$ cat src/kua_pkg.sv
// Buffer widths and the meaningful vector types
// Opcode encoding plus configuration, job and write structs
package kua_pkg;

    // ========================================
    // Widths
    // ========================================
    localparam int ADDR_WIDTH = 16;
    localparam int WORD_WIDTH = 64;

    typedef logic [ADDR_WIDTH-1:0] addr_t;
    typedef logic [WORD_WIDTH-1:0] word_t;

    // Block length in words, at least one
    typedef logic [7:0] len_t;

    // Rotate amount, counted in elements
    typedef logic [3:0] shift_t;

    // ========================================
    // Opcodes and grouped signals
    // ========================================
    typedef enum logic [1:0] {
        OP_SHF = 2'd1,
        OP_ADD = 2'd2,
        OP_CAT = 2'd3
    } kua_op_e;

    typedef struct packed {
        kua_op_e op;
        addr_t   src0_addr;
        addr_t   src1_addr;
        addr_t   dst_addr;
        len_t    len;
        shift_t  shift;
    } kua_cfg_t;

    // Per-job view handed to execute and result
    typedef struct packed {
        kua_op_e op;
        addr_t   dst_addr;
        len_t    len;
        shift_t  shift;
    } kua_job_t;

    typedef struct packed {
        addr_t addr;
        word_t data;
    } kua_wr_t;

endpackage

$ cat src/kua_decode.sv
`timescale 1ns/1ps
// Configuration handshake and job latch
// Read address generation for both buffer read ports
module kua_decode (
    input  logic              clk,
    input  logic              rst,
    input  kua_pkg::kua_cfg_t cfg,
    input  logic              cfg_valid,
    output logic              cfg_ready,
    output kua_pkg::addr_t    rd0_addr,
    output logic              rd0_addr_valid,
    input  logic              rd0_addr_ready,
    output kua_pkg::addr_t    rd1_addr,
    output logic              rd1_addr_valid,
    input  logic              rd1_addr_ready,
    output kua_pkg::kua_job_t job,
    output logic              job_start,
    input  logic              job_done
);

    typedef enum logic [1:0] {
        IDLE,
        ISSUE,
        WAIT
    } dec_state_e;

    dec_state_e       state;
    kua_pkg::kua_op_e cfg_op;
    logic             cfg_ready_q;
    logic             cfg_fire;
    logic             rd0_fire;
    logic             rd1_fire;
    logic             blk_switch;
    kua_pkg::addr_t   rd0_addr_q;
    kua_pkg::addr_t   rd1_addr_q;
    kua_pkg::len_t    rd0_left;
    kua_pkg::len_t    rd1_left;
    logic             rd0_second;

    // Anything that is not SHF or ADD runs as CAT
    always_comb begin
        case (cfg.op)
            kua_pkg::OP_SHF: cfg_op = kua_pkg::OP_SHF;
            kua_pkg::OP_ADD: cfg_op = kua_pkg::OP_ADD;
            default:         cfg_op = kua_pkg::OP_CAT;
        endcase
    end

    assign cfg_ready      = cfg_ready_q;
    assign cfg_fire       = cfg_valid && cfg_ready_q;
    assign rd0_addr_valid = (state == ISSUE) && (rd0_left != '0);
    assign rd1_addr_valid = (state == ISSUE) && (rd1_left != '0);
    assign rd0_fire       = rd0_addr_valid && rd0_addr_ready;
    assign rd1_fire       = rd1_addr_valid && rd1_addr_ready;
    assign rd0_addr       = rd0_addr_q;
    assign rd1_addr       = rd1_addr_q;

    // Last word of the first CAT block moves port 0 onto src1
    assign blk_switch = rd0_second && (rd0_left == kua_pkg::len_t'(1));

    // ========================================
    // Job FSM
    // ========================================
    always_ff @(posedge clk) begin
        if (rst) begin
            state       <= IDLE;
            cfg_ready_q <= 1'b1;
            job_start   <= 1'b0;
        end else begin
            job_start <= cfg_fire;
            case (state)
                IDLE: begin
                    if (cfg_fire) begin
                        state       <= ISSUE;
                        cfg_ready_q <= 1'b0;
                    end
                end
                ISSUE: begin
                    if (!rd0_addr_valid && !rd1_addr_valid) begin
                        state <= WAIT;
                    end
                end
                WAIT: begin
                    if (job_done) begin
                        state       <= IDLE;
                        cfg_ready_q <= 1'b1;
                    end
                end
                default: state <= IDLE;
            endcase
        end
    end

    // ========================================
    // Read address counters
    // ========================================
    always_ff @(posedge clk) begin
        if (rst) begin
            rd0_left   <= '0;
            rd1_left   <= '0;
            rd0_second <= 1'b0;
        end else if (cfg_fire) begin
            rd0_left   <= cfg.len;
            rd1_left   <= (cfg_op == kua_pkg::OP_ADD) ? cfg.len : '0;
            rd0_second <= (cfg_op == kua_pkg::OP_CAT);
        end else begin
            if (rd0_fire) begin
                if (blk_switch) begin
                    rd0_left   <= job.len;
                    rd0_second <= 1'b0;
                end else begin
                    rd0_left <= rd0_left - kua_pkg::len_t'(1);
                end
            end
            if (rd1_fire) begin
                rd1_left <= rd1_left - kua_pkg::len_t'(1);
            end
        end
    end

    // For CAT the port 1 register just parks src1_addr
    always_ff @(posedge clk) begin
        if (cfg_fire) begin
            rd0_addr_q   <= cfg.src0_addr;
            rd1_addr_q   <= cfg.src1_addr;
            job.op       <= cfg_op;
            job.dst_addr <= cfg.dst_addr;
            job.len      <= cfg.len;
            job.shift    <= cfg.shift;
        end else begin
            if (rd0_fire) begin
                rd0_addr_q <= blk_switch ? rd1_addr_q : rd0_addr_q + kua_pkg::addr_t'(1);
            end
            if (rd1_fire) begin
                rd1_addr_q <= rd1_addr_q + kua_pkg::addr_t'(1);
            end
        end
    end

    // Accept only between jobs
    assert property (@(posedge clk) disable iff (rst) cfg_fire |-> (state == IDLE));

    // Final write can only land after every address has gone out
    assert property (@(posedge clk) disable iff (rst) job_done |-> (state == WAIT));

endmodule

$ cat src/kua_execute.sv
`timescale 1ns/1ps
// Read data pairing for both ports
// Element rotate, element add and pass-through into one word register
module kua_execute #(
    parameter int ELEM_WIDTH = 8
) (
    input  logic              clk,
    input  logic              rst,
    input  kua_pkg::kua_job_t job,
    input  logic              job_start,
    input  kua_pkg::word_t    rd0_data,
    input  logic              rd0_data_valid,
    output logic              rd0_data_ready,
    input  kua_pkg::word_t    rd1_data,
    input  logic              rd1_data_valid,
    output logic              rd1_data_ready,
    output kua_pkg::word_t    exe_word,
    output logic              exe_valid,
    input  logic              exe_ready
);

    localparam int NUM_ELEM = kua_pkg::WORD_WIDTH / ELEM_WIDTH;

    kua_pkg::kua_op_e op_q;
    kua_pkg::shift_t  shift_q;
    logic             active;
    logic             is_add;
    logic             take;
    logic             fire;
    kua_pkg::word_t   word_d;
    kua_pkg::word_t   word_q;
    logic             valid_q;

    assign is_add = (op_q == kua_pkg::OP_ADD);

    // Register free or draining this cycle
    assign take = !valid_q || exe_ready;

    // ========================================
    // Input pairing
    // ========================================
    // ADD pulls one word from each port in the same cycle,
    // so each ready waits on the other port's valid
    assign rd0_data_ready = active && take && (!is_add || rd1_data_valid);
    assign rd1_data_ready = active && take && is_add && rd0_data_valid;
    assign fire           = rd0_data_valid && rd0_data_ready;

    // ========================================
    // Word operation
    // ========================================
    always_comb begin
        word_d = rd0_data;
        case (op_q)
            kua_pkg::OP_SHF: begin
                // Output element i takes input element (i + shift) mod N
                for (int i = 0; i < NUM_ELEM; i++) begin
                    word_d[i*ELEM_WIDTH +: ELEM_WIDTH] =
                        rd0_data[((i + int'(shift_q)) % NUM_ELEM)*ELEM_WIDTH +: ELEM_WIDTH];
                end
            end
            kua_pkg::OP_ADD: begin
                // Carries drop at each element boundary
                for (int i = 0; i < NUM_ELEM; i++) begin
                    word_d[i*ELEM_WIDTH +: ELEM_WIDTH] =
                        rd0_data[i*ELEM_WIDTH +: ELEM_WIDTH] +
                        rd1_data[i*ELEM_WIDTH +: ELEM_WIDTH];
                end
            end
            default: begin
                word_d = rd0_data;
            end
        endcase
    end

    // Data ports stay closed until the first job arrives
    always_ff @(posedge clk) begin
        if (rst) begin
            active  <= 1'b0;
            valid_q <= 1'b0;
        end else begin
            if (job_start) begin
                active <= 1'b1;
            end
            if (take) begin
                valid_q <= fire;
            end
        end
    end

    always_ff @(posedge clk) begin
        if (job_start) begin
            op_q    <= job.op;
            shift_q <= job.shift;
        end
        if (fire) begin
            word_q <= word_d;
        end
    end

    assign exe_word  = word_q;
    assign exe_valid = valid_q;

    // Port 1 data only moves while decode holds an ADD job
    assert property (@(posedge clk) disable iff (rst)
        (rd1_data_valid && rd1_data_ready) |-> (job.op == kua_pkg::OP_ADD));

endmodule

$ cat src/kua_result.sv
`timescale 1ns/1ps
// Output register with write addressing
// Write counting and end-of-job pulse
module kua_result (
    input  logic              clk,
    input  logic              rst,
    input  kua_pkg::kua_job_t job,
    input  logic              job_start,
    input  kua_pkg::word_t    exe_word,
    input  logic              exe_valid,
    output logic              exe_ready,
    output kua_pkg::kua_wr_t  wr,
    output logic              wr_valid,
    input  logic              wr_ready,
    output logic              job_done
);

    // One bit wider than len, CAT writes twice the block
    typedef logic [$bits(kua_pkg::len_t):0] cnt_t;

    kua_pkg::addr_t   dst_q;
    cnt_t             total_q;
    cnt_t             in_cnt;
    cnt_t             wr_cnt;
    logic             load;
    logic             wr_fire;
    kua_pkg::kua_wr_t wr_q;
    logic             wr_valid_q;

    assign exe_ready = !wr_valid_q || wr_ready;
    assign load      = exe_valid && exe_ready;
    assign wr_fire   = wr_valid_q && wr_ready;
    assign job_done  = wr_fire && (wr_cnt == total_q - cnt_t'(1));

    assign wr       = wr_q;
    assign wr_valid = wr_valid_q;

    // ========================================
    // Control and counters
    // ========================================
    always_ff @(posedge clk) begin
        if (rst) begin
            wr_valid_q <= 1'b0;
            in_cnt     <= '0;
            wr_cnt     <= '0;
        end else begin
            if (exe_ready) begin
                wr_valid_q <= exe_valid;
            end
            if (job_start) begin
                in_cnt <= '0;
                wr_cnt <= '0;
            end else begin
                if (load) begin
                    in_cnt <= in_cnt + cnt_t'(1);
                end
                if (wr_fire) begin
                    wr_cnt <= wr_cnt + cnt_t'(1);
                end
            end
        end
    end

    // Address follows the number of words taken in
    always_ff @(posedge clk) begin
        if (job_start) begin
            dst_q   <= job.dst_addr;
            total_q <= (job.op == kua_pkg::OP_CAT) ? {job.len, 1'b0} : {1'b0, job.len};
        end
        if (load) begin
            wr_q.addr <= dst_q + kua_pkg::addr_t'(in_cnt);
            wr_q.data <= exe_word;
        end
    end

    // Stalled write holds its payload
    assert property (@(posedge clk) disable iff (rst)
        (wr_valid && !wr_ready) |=> (wr_valid && $stable(wr)));

endmodule

$ cat src/kua_top.sv
`timescale 1ns/1ps
// Transfer unit top with decode, execute and result stages
module kua_top #(
    parameter int ELEM_WIDTH = 8
) (
    input  logic              clk,
    input  logic              rst,

    // Configuration
    input  kua_pkg::kua_cfg_t cfg,
    input  logic              cfg_valid,
    output logic              cfg_ready,

    // Read port 0
    output kua_pkg::addr_t    rd0_addr,
    output logic              rd0_addr_valid,
    input  logic              rd0_addr_ready,
    input  kua_pkg::word_t    rd0_data,
    input  logic              rd0_data_valid,
    output logic              rd0_data_ready,

    // Read port 1, ADD only
    output kua_pkg::addr_t    rd1_addr,
    output logic              rd1_addr_valid,
    input  logic              rd1_addr_ready,
    input  kua_pkg::word_t    rd1_data,
    input  logic              rd1_data_valid,
    output logic              rd1_data_ready,

    // Write port
    output kua_pkg::kua_wr_t  wr,
    output logic              wr_valid,
    input  logic              wr_ready
);

    kua_pkg::kua_job_t job;
    logic              job_start;
    logic              job_done;
    kua_pkg::word_t    exe_word;
    logic              exe_valid;
    logic              exe_ready;

    // ========================================
    // Stages
    // ========================================
    kua_decode u_decode (
        .clk            (clk),
        .rst            (rst),
        .cfg            (cfg),
        .cfg_valid      (cfg_valid),
        .cfg_ready      (cfg_ready),
        .rd0_addr       (rd0_addr),
        .rd0_addr_valid (rd0_addr_valid),
        .rd0_addr_ready (rd0_addr_ready),
        .rd1_addr       (rd1_addr),
        .rd1_addr_valid (rd1_addr_valid),
        .rd1_addr_ready (rd1_addr_ready),
        .job            (job),
        .job_start      (job_start),
        .job_done       (job_done)
    );

    kua_execute #(
        .ELEM_WIDTH (ELEM_WIDTH)
    ) u_execute (
        .clk            (clk),
        .rst            (rst),
        .job            (job),
        .job_start      (job_start),
        .rd0_data       (rd0_data),
        .rd0_data_valid (rd0_data_valid),
        .rd0_data_ready (rd0_data_ready),
        .rd1_data       (rd1_data),
        .rd1_data_valid (rd1_data_valid),
        .rd1_data_ready (rd1_data_ready),
        .exe_word       (exe_word),
        .exe_valid      (exe_valid),
        .exe_ready      (exe_ready)
    );

    kua_result u_result (
        .clk       (clk),
        .rst       (rst),
        .job       (job),
        .job_start (job_start),
        .exe_word  (exe_word),
        .exe_valid (exe_valid),
        .exe_ready (exe_ready),
        .wr        (wr),
        .wr_valid  (wr_valid),
        .wr_ready  (wr_ready),
        .job_done  (job_done)
    );

endmodule

$ cat config.mk
export PLATFORM = sky130hd
export DESIGN_NAME = kua_top
export DESIGN_NICKNAME = d
export VERILOG_FILES = /design/src/kua_pkg.sv /design/src/kua_decode.sv /design/src/kua_execute.sv /design/src/kua_result.sv /design/src/kua_top.sv
export SDC_FILE = /design/constraint.sdc
export NUM_CORES = 1
export LEC_CHECK = 0
export ABC_AREA = 1
export BUFFER_PORTS_ARGS = -buffer_cell sky130_fd_sc_hd__buf_2
export CAP_MARGIN = 20
export CORE_MARGIN = 2
export CORE_UTILIZATION = 35
export CTS_CLUSTER_SIZE = 24
export DETAILED_ROUTE_END_ITERATION = 12
export GPL_TIMING_DRIVEN = 0
export HOLD_SLACK_MARGIN = 0.05
export PLACE_DENSITY_LB_ADDON = 0.1
export SLEW_MARGIN = 0
export SYNTH_ARGS = -nofsm -noshare
export SYNTH_HDL_FRONTEND = slang
export SYNTH_SLANG_ARGS = --single-unit
$ cat constraint.sdc
create_clock -name clk -period 4.5 [get_ports clk]
set_input_delay 0.9 -clock clk [delete_from_list [all_inputs] [get_ports clk]]
set_output_delay 0.9 -clock clk [all_outputs]
set_load 0.02 [all_outputs]
==> results.sh <==
export IMPL_drt_first_pass_iters=5
export IMPL_drv_cap=0
export IMPL_dp_hpwl_mm=46.2
export IMPL_crit_path_end_kind="output pin"
export IMPL_crit_buf_inv=4
export IMPL_ir_drop_uv=315
export IMPL_synth_cell_types=47
export IMPL_synth_nets=2299
export IMPL_setup_ws_ns=0.532
export IMPL_rsz0062_at_grt="no"
export IMPL_worstHoldPathType="register to register"
export IMPL_crit_arrival_ns=3.07
export IMPL_rows=80
export IMPL_cts_path_max_buffers=3
export IMPL_synthTopCellsByArea="edfxtp_1 42%, nand2_1 12%, a21oi_1 6.1%, ha_1 5.9%, o21ai_0 5.2%"
export IMPL_io_buffers=314
export IMPL_hp_start="u_execute.exe_word[61]"
export IMPL_met3WireLength_mm=5.01
export IMPL_synth_most_common_cell="nand2_1"
export IMPL_final_util_pct=42.8
export IMPL_crit_required_ns=3.60
export IMPL_place_gp_congestion=0.933
export IMPL_dp_worst_setup_slack_ns=1.10
export IMPL_drcViolationCount=0
export IMPL_power_leakage_nw=8.90
export IMPL_cts_sinks=277
export IMPL_layout_nets=2653
export IMPL_yosys_register_bits=277
export IMPL_synth_main_ff_cell="edfxtp_1"
export IMPL_r2r_slack_ns=1.36
export IMPL_clk_pin_slew_ns=0.06
export IMPL_grt_overflow=0
export IMPL_powerDensity_nw_per_um2=446
export IMPL_h_tree_depth=2
export IMPL_layout_drive_gt1_share_pct=18.5
export IMPL_place_area_sq_um=19300
export IMPL_fmax_mhz=252
export IMPL_cts_resized=0
export IMPL_period_needed_ns=3.97
export IMPL_run_status="finished clean"
export IMPL_antenna_found_initial=11
export IMPL_worstSetupPathType="register to output pin"
export IMPL_ios=316
export IMPL_hold_path_depth=0
export IMPL_ctsRootBufferMaster="clkbuf_16"
export IMPL_synth_cells=2012
export IMPL_vias=15566
export IMPL_crit_path_start="u_execute.op_q[0]"
export IMPL_synth_top_cell_area_share_pct=41.8
export IMPL_fill_cells=4834
export IMPL_async_flop_share_pct=0
export IMPL_grt_max_degree=65
export IMPL_fin_area_sq_um=20400
export IMPL_critPathTopFamily="buffers and inverters"
export IMPL_grt_pass1_vias=14740
export IMPL_fin_cells=3008
export IMPL_hold_viol=0
export IMPL_synth_seq_area_share_pct=46.8
export IMPL_via_per_inst=5.17
export IMPL_synth_edf_count=235
export IMPL_cpMostUsedCell="clkbuf_1"
export IMPL_clkLatencyLatePin_ns=0.56
export IMPL_drv_slew=0
export IMPL_dieHeight_um=224
export IMPL_drt_iter0_drc=1361
export IMPL_met1_length_mm=25.1
export IMPL_critPathSlowestCell="clkbuf_1"
export IMPL_syn_to_final_growth_pct=20.9
export IMPL_ant_nets=0
export IMPL_slew_limit_headroom_pct=38.7
export IMPL_coreArea_sq_um=47600
export IMPL_synthTopCellsByCount="522 x nand2_1, 235 x edfxtp_1, 205 x a21oi_1"
export IMPL_totalWireLength_mm=58.8
export IMPL_synth_avg_cell_area_sq_um=8.40
export IMPL_setup_tns_final_ns=0
export IMPL_yosysWarnings=0
export IMPL_cts_tree="yes"
export IMPL_grt_total_usage_pct=23.2
export IMPL_fin_skew_ns=0.0323
export IMPL_crit_path_cell_trace="inv_1 > ha_1 > clkbuf_1 > clkbuf_1 > nand2_1 > nor2_1 > buf_2"
export IMPL_yosys_area_top_type="edfxtp_1"
export IMPL_die_w_um=224
export IMPL_die_area_sq_um=50000
export IMPL_avgRoutedWirePerCell_um=19.5
export IMPL_top_layer="met5"
export IMPL_min_to="u_result.wr[61]"
export IMPL_reg2reg_from="u_execute.shift_q[1]"
export IMPL_worstPathMaxFanout=10
export IMPL_fin_crit_sh_pct=88.2
export IMPL_r2r_end="u_execute.exe_word[13]"
export IMPL_tightest_slew_ns=0.919
export IMPL_start_kind="register"
export IMPL_worstRegToRegCells=10
export IMPL_post_cts_buffers=0
export IMPL_cts_hold_buf=0
export IMPL_grt_pass1_wl_mm=88.0
export IMPL_routed_wl_met2_mm=26.7
export IMPL_numCtsBuffers=34
export IMPL_max_stage_delay_ns=0.71
export IMPL_setup_violations=0
export IMPL_netlist_area_sq_um=16900
export IMPL_initial_utilization_pct=35.5
export IMPL_dp_cells=2945
worst reg2reg max path, stage by stage (launching register included):
cell      delay [ns]
edfxtp_1        0.41
buf_4           0.21
inv_1           0.11
clkbuf_1        0.40
ha_1            0.39
inv_1           0.16
buf_1           0.41
o21ai_0         0.28
a21oi_1         0.17
o21ai_1         0.12
a31oi_1         0.28
how the worst max path moves through the flow:
| stage | endpoint | cells after the start | slack [ns] |
|---|---|---|---|
| 3_3_place_gp | u_result.in_cnt[8] | 10 | 0.07 |
| 4_1_cts | rd1_data_ready | 7 | 0.47 |
| 2_1_floorplan | u_result.in_cnt[8] | 9 | 1.16 |
| 6_report | rd1_data_ready | 7 | 0.53 |
| 5_1_grt | rd1_data_ready | 7 | 0.40 |
| 3_5_place_dp | rd1_data_ready | 7 | 1.10 |
state kept, by name, indices dropped and copies added, names as in the netlist:
signal,cells
u_decode.job_start,1
u_decode.rd1_addr,16
u_decode.cfg_ready,1
u_result.wr,80
u_result.wr_valid,1
u_execute.shift_q,3
u_decode.rd1_left,8
u_decode.job,29
u_execute.exe_valid,1
u_result.in_cnt,9
u_execute.active,1
u_decode.rd0_second,1
u_execute.op_q,2
u_result.wr_cnt,9
u_result.dst_q,16
u_decode.rd0_addr,16
u_decode.rd0_left,8
u_result.total_q,9
u_execute.exe_word,64
u_decode.state,2
report_power, final:
part | switching, W | leakage (nW) | internal [W]
sequential | 0.000282 | 2.52 | 0.00326
clock | 0.00110 | 0.529 | 0.00158
combinational | 0.00196 | 5.85 | 0.000931
total | 0.00334 | 8.90 | 0.00577
cell type report:
cell class                 count  area, sq um  share of cell area, %
antenna                        3         7.51                 0.0368
buffer                        83          404                   1.98
clock buffer                  45          933                   4.57
clock inverter                15          149                  0.729
inverter                     181          689                   3.38
multi-input combinational   1471         7900                   38.7
sequential                   277         7900                   38.7
tap                          615          769                   3.77
timing repair buffer         318         1660                   8.13
metal layers:
layer  up-vias  GRT usage (%)
li1       7617              -
met1      7224           29.9
met2       609           37.8
met3       100           6.32
met4        16           7.63
met5         -              0
cells in the final DEF (no fill, tap or decap), types with 36 or more instances in the layout:
| master | n |
|---|---|
| nand3_1 | 97 |
| o21ai_0 | 175 |
| dfxtp_1 | 41 |
| a31oi_1 | 36 |
| o21ai_1 | 40 |
| ha_1 | 80 |
| nor2_1 | 135 |
| xor2_1 | 49 |
| a21oi_1 | 205 |
| inv_1 | 166 |
| nand2_1 | 522 |
| buf_2 | 337 |
| clkbuf_1 | 43 |
| edfxtp_1 | 235 |
through the flow:
step	hold slack, ns	total power, W
finish	0.412	0.00911
global placement	0.402	0.00640
floorplan	0.400	0.00543
CTS	0.412	0.00918
detailed placement	0.405	0.00644
global route	0.421	0.00966
logic make-up after synthesis:
| group | synth area share, % |
|---|---|
| compound gates | 16.2 |
| xor+xnor | 3.79 |
| fa+ha+maj | 6.99 |
| buf+inv | 6.45 |
| flops | 46.8 |
| mux | 0.296 |
| simple gates | 19.5 |
(Power assumes the default switching activity.)
